[config.mk]
export PLATFORM = sky130hd
export DESIGN_NAME = ram_ctrl
export DESIGN_NICKNAME = d
export VERILOG_FILES = /design/src/rtl/cache_pkg.sv /design/src/rtl/ram_ctrl.sv
export SDC_FILE = /design/constraint.sdc
export NUM_CORES = 2
export LEC_CHECK = 0
export ABC_AREA = 1
export BUFFER_PORTS_ARGS = -buffer_cell sky130_fd_sc_hd__buf_2
export CAP_MARGIN = 10
export CORE_MARGIN = 1.5
export CORE_UTILIZATION = 40
export CTS_BUF_LIST = sky130_fd_sc_hd__clkbuf_2 sky130_fd_sc_hd__clkbuf_4 sky130_fd_sc_hd__clkbuf_8
export CTS_CLUSTER_SIZE = 40
export DETAILED_ROUTE_END_ITERATION = 10
export SLEW_MARGIN = 15
export SYNTH_ARGS = -nofsm -noshare
export SYNTH_HDL_FRONTEND = slang
export SYNTH_SLANG_ARGS = --single-unit
[constraint.sdc]
create_clock -name CLK -period 2 [get_ports CLK]
set_input_delay 0.2 -clock CLK [delete_from_list [all_inputs] [get_ports CLK]]
set_output_delay 0.2 -clock CLK [all_outputs]
set_load 0.02 [all_outputs]
[src/rtl/cache_pkg.sv]
// cache geometry, RAM timing, controller state enum and RAM fill pattern
package cache_pkg;

  // datapath word and address width
  localparam int WORD_W = 32;

  // two ways of eight sets, two words per block
  localparam int SETS  = 8;
  localparam int IDX_W = 3;
  localparam int TAG_W = 26;  // addr[31:6]

  // data RAM size, in words
  localparam int RAM_WORDS = 64;
  localparam int RAM_AW    = $clog2(RAM_WORDS);

  // wait cycles before each RAM access completes
  localparam int RAM_LAT = 2;
  localparam int CNT_W   = $clog2(RAM_LAT + 1);

  // RAM word at byte address A resets to A ^ FILL_KEY
  localparam logic [WORD_W-1:0] FILL_KEY = 32'hC0DE_5EED;

  typedef enum logic [3:0] {
    IDLE,        // serve hits, start misses and flush
    FETCH0,      // fill word 0 of the block
    FETCH1,      // fill word 1, then back to IDLE
    EVICT0,      // write back word 0 of a dirty victim
    EVICT1,
    FLUSH_SCAN,  // look at one line per cycle
    FLUSH_WB0,   // write back a dirty line found by the scan
    FLUSH_WB1,
    FLUSHED      // all lines clean and invalid, wait for halt to drop
  } cache_state_t;

endpackage

[src/rtl/ram_ctrl.sv]
// word-addressed data RAM with a fixed wait-state counter and reset fill pattern
`timescale 1ns/100ps

module ram_ctrl (
  input  logic                        CLK,
  input  logic                        nRST,
  input  logic                        mem_ren,
  input  logic                        mem_wen,
  input  logic [cache_pkg::WORD_W-1:0] mem_addr,
  input  logic [cache_pkg::WORD_W-1:0] mem_store,
  output logic [cache_pkg::WORD_W-1:0] mem_load,
  output logic                        mem_wait
);

  logic [cache_pkg::WORD_W-1:0] ram [cache_pkg::RAM_WORDS];
  logic [cache_pkg::CNT_W-1:0]  wait_cnt;  // cycles waited on the current word
  logic [cache_pkg::RAM_AW-1:0] widx;
  logic                         access;

  assign access = mem_ren || mem_wen;
  assign widx   = mem_addr[cache_pkg::RAM_AW+1:2];  // byte address wraps at 256

  // wait until RAM_LAT cycles have passed, release for exactly one cycle
  assign mem_wait = access && (wait_cnt != cache_pkg::CNT_W'(cache_pkg::RAM_LAT));
  assign mem_load = ram[widx];

  always_ff @(posedge CLK, negedge nRST) begin
    if (!nRST) begin
      wait_cnt <= '0;
    end else if (mem_wait) begin
      wait_cnt <= wait_cnt + 1'b1;
    end else begin
      wait_cnt <= '0;  // done or idle, next word starts over
    end
  end

  // contents
  always_ff @(posedge CLK, negedge nRST) begin
    if (!nRST) begin
      for (int i = 0; i < cache_pkg::RAM_WORDS; i++) begin
        ram[i] <= (cache_pkg::WORD_W'(i) << 2) ^ cache_pkg::FILL_KEY;
      end
    end else if (mem_wen && !mem_wait) begin
      ram[widx] <= mem_store;
    end
  end

endmodule

==> flow_summary.json <==
{
  "core_mm2": 0.241,
  "slowest_stage": "dfstp_2",
  "ys_seq_area_frac": 0.543,
  "crit_top_cell": "nand2_1",
  "slew_headroom": 0.517,
  "worstPathArrival_ns": 2.63,
  "clock_sinks": 2050,
  "final_area_mm2": 0.121,
  "die_area_mm2": 0.246,
  "cap_violations": 0,
  "start_util": 0.403,
  "end_kind": "output pin",
  "whs_ns": 0.141,
  "ys_warn_count": 0,
  "synthAdderAreaFrac": 0.000129,
  "std_cell_rows": 180,
  "crit_fanout": 2,
  "ff2ff_setup_slack_ns": -0.17,
  "io-pin-count": 101,
  "cts_tree": "built",
  "synth_cells": 13119,
  "wire_per_inst_um": 22.3,
  "start_kind": "flip-flop",
  "timing.hold.worst_endpoint": "ram[425]",
  "final_layout_size_suffix_gt1_frac": 0.251,
  "cp_num_buf_inv": 3,
  "syn-cell-area_mm2": 0.0971,
  "met2WireLength_um": 168000,
  "place_area_mm2": 0.107,
  "vias_per_cell": 5.28,
  "grt_antenna_before_repair": 13,
  "drc_errors": 0,
  "power.leakage_nw": 58.5,
  "area_delta_synth_final_pct": 25.0,
  "worstHoldStart": "mem_store[9]",
  "finalSetupViolCount": 719,
  "p_per_area_mw_per_mm2": 886,
  "max_stage_delay_ns": 0.53,
  "r2r_start": "wait_cnt[0]",
  "crit_type": "reg2out",
  "layout_setup_ws_ns": -0.832,
  "synth-seq-cells": 2050,
  "slew_violations": 0,
  "cts_buffer_depth": 4,
  "dp_hpwl_um": 218000,
  "synth_compound_area_frac": 0.106,
  "synth_nets": 13188,
  "vdd_ir_drop_max_uv": 669,
  "crit_chain": "nand2_1 -> nand2_1 -> nand2_1 -> nand2_1 -> nand2_1 -> nand2_2 -> buf_12 -> nand2_8 -> nand2_2 -> nor2_2 -> nand2_2 -> buf_12 -> buf_8",
  "synth_top_family_by_area": "simple AND/OR/NAND/NOR gates",
  "synth.avg_cell_area_um2": 7.40,
  "numCtsBuffers": 358,
  "htreeDepth": 5,
  "drtAntennaViolNets": 0,
  "outcome": "finished, violations left",
  "total_power_w": 0.108,
  "synthMuxAreaShare": 0,
  "finalWirelength_um": 377000,
  "period_share": 1.42,
  "grt_max_degree": 104,
  "route.met3.wl_um": 32100,
  "grt_setup_unrepaired": "yes",
  "min_period_ns": 2.83,
  "synth_cell_types": 20,
  "timing.rr.end": "ram[1602]",
  "worst_slew_pin_slew_ns": 0.724,
  "reg2reg_depth": 15,
  "violations": "setup timing",
  "die_w_um": 496,
  "io_buffers": 74,
  "hold_violations": 0,
  "routed.top_layer": "met5",
  "critical_path_required_ns": 1.80,
  "gr-total-overflow": 0,
  "clk_pin_slew_ns": 0.07,
  "gp_congestion": 0.881,
  "synthXorXnorAreaFrac": 0,
  "max_freq_mhz": 353,
  "skew_ns": 0.0505,
  "clock_latency_ns": 1.10,
  "grt_pass1_vias": 82698,
  "dr.first_iter.drc_count": 10865,
  "nNetsFinal": 13540,
  "die_y_um": 496,
  "grt_pass1_wl_um": 538000,
  "vias": 89421,
  "grt_use_total": 0.289,
  "synth-simple-area-share": 0.310,
  "drtPass1Iterations": 6,
  "min_path_cells": 5,
  "cp-startpoint": "ram[351]",
  "hp-class": "in2reg",
  "root_buffer": "clkbuf_8",
  "critPathTopFamily": "simple AND/OR/NAND/NOR gates",
  "m1WireLength_um": 159000
}
[placed cells by master, fill, tap and decap left out, types with 3 or more instances in the layout]
cell and instances:
nand2_1 7292, o21ai_0 1827, dfstp_2 1088, dfrtp_1 962, buf_4 466, clkbuf_8 457
nand2_2 327, buf_12 311, nand2_4 193, clkbuf_4 159, o21ai_1 134, o21ai_2 92
buf_6 56, nor2_4 48, clkbuf_16 43, dlygate4sd3_1 39, buf_2 38, inv_2 33
nand2_8 30, buf_16 25, clkinv_2 24, nor2_1 21, inv_1 17, nor2_2 17
buf_8 12, nand3_1 11, nor3_2 8, diode_2 6, or2_2 6, o211ai_1 5
clkinvlp_4 5, inv_8 3
[tightest hold or removal path, cell delays in order]
cell and delay, ns:
dlygate4sd3_1 0.52, buf_2 0.10, inv_2 0.04, buf_12 0.17, o21ai_2 0.15
[how the worst max path moves through the flow]
stage | endpoint | slack [ns] | cells past startpoint
finish | mem_load[31] | -0.83 | 13
detailed placement | mem_load[30] | -0.99 | 13
global route | mem_load[31] | -0.94 | 13
global placement | mem_load[30] | -0.99 | 13
CTS | mem_load[31] | -0.91 | 12
floorplan | mem_load[16] | 0.02 | 15
[layout make-up]
type                       instances  area, um^2
fill                           23203      120000
sequential                      2050       52700
multi-input combinational      10016       43800
timing repair buffer             991       12900
clock buffer                     616        7480
tap                             3185        3990
inverter                          54         228
clock inverter                    31         218
antenna                            6        15.0
[state kept, by name, indices dropped and copies added (netlist names)]
| signal | count |
|---|---|
| wait_cnt | 2 |
| ram | 2048 |
[cell families after synthesis]
logic type,Yosys count
simple gates,7952
buf+inv,1056
flops,2050
fa+ha+maj,1
compound gates,2060
[report_power, final]
group	total [W]	leakage, nW	switching (W)	internal, W
clock	0.0416	4.14	0.0180	0.0236
combinational	0.0153	29.9	0.00953	0.00576
sequential	0.0506	24.4	0.00261	0.0480
[repair_timing]
item / in CTS / in global routing
setup endpoints to repair: 1826 / 1665
resized for setup: 659 / 586
gates cloned: 20 / 68
endpoints found under the hold margin: 4100 / 0
pin swaps: 185 / 164
hold buffers: 40 / 0
buffers inserted: 30 / 27
[synth_stat cells]
library cell,instances,area [um^2]
nand3_1,11,55.1
buf_1,41,154
clkbuf_1,950,3570
dfrtp_1,962,24100
nor3_1,8,40.0
o211ai_1,5,37.5
nand2_1,7775,29200
ha_1,1,12.5
inv_1,19,71.3
o21ai_0,1999,10000
buf_2,11,55.1
dfstp_2,1088,28600
nor2_2,6,37.5
clkinv_1,32,120
nand2_2,64,400
inv_2,3,11.3
o21ai_1,56,280
or2_2,6,37.5
nor2_1,80,300
nor3_4,2,32.5
[stage by stage]
stage | setup slack (ns) | setup TNS, ns | util | std cells
2_1_floorplan | 0.0155 | 0 | - | 13119
3_3_place_gp | -0.993 | -207.23 | 0.445 | 16129
3_5_place_dp | -0.985 | -228.38 | 0.445 | 16129
4_1_cts | -0.914 | -44.63 | 0.490 | 16855
5_1_grt | -0.936 | -165.38 | 0.504 | 16948
6_report | -0.832 | -51.70 | 0.504 | 16949
[per-layer routing]
layer / track usage / vias to the layer above
met2: 0.451 / 4002
met3: 0.0413 / 783
met5: 0 / -
li1: - / 41692
met4: 0.122 / 2
met1: 0.402 / 42942
(Power assumes the default switching activity.)
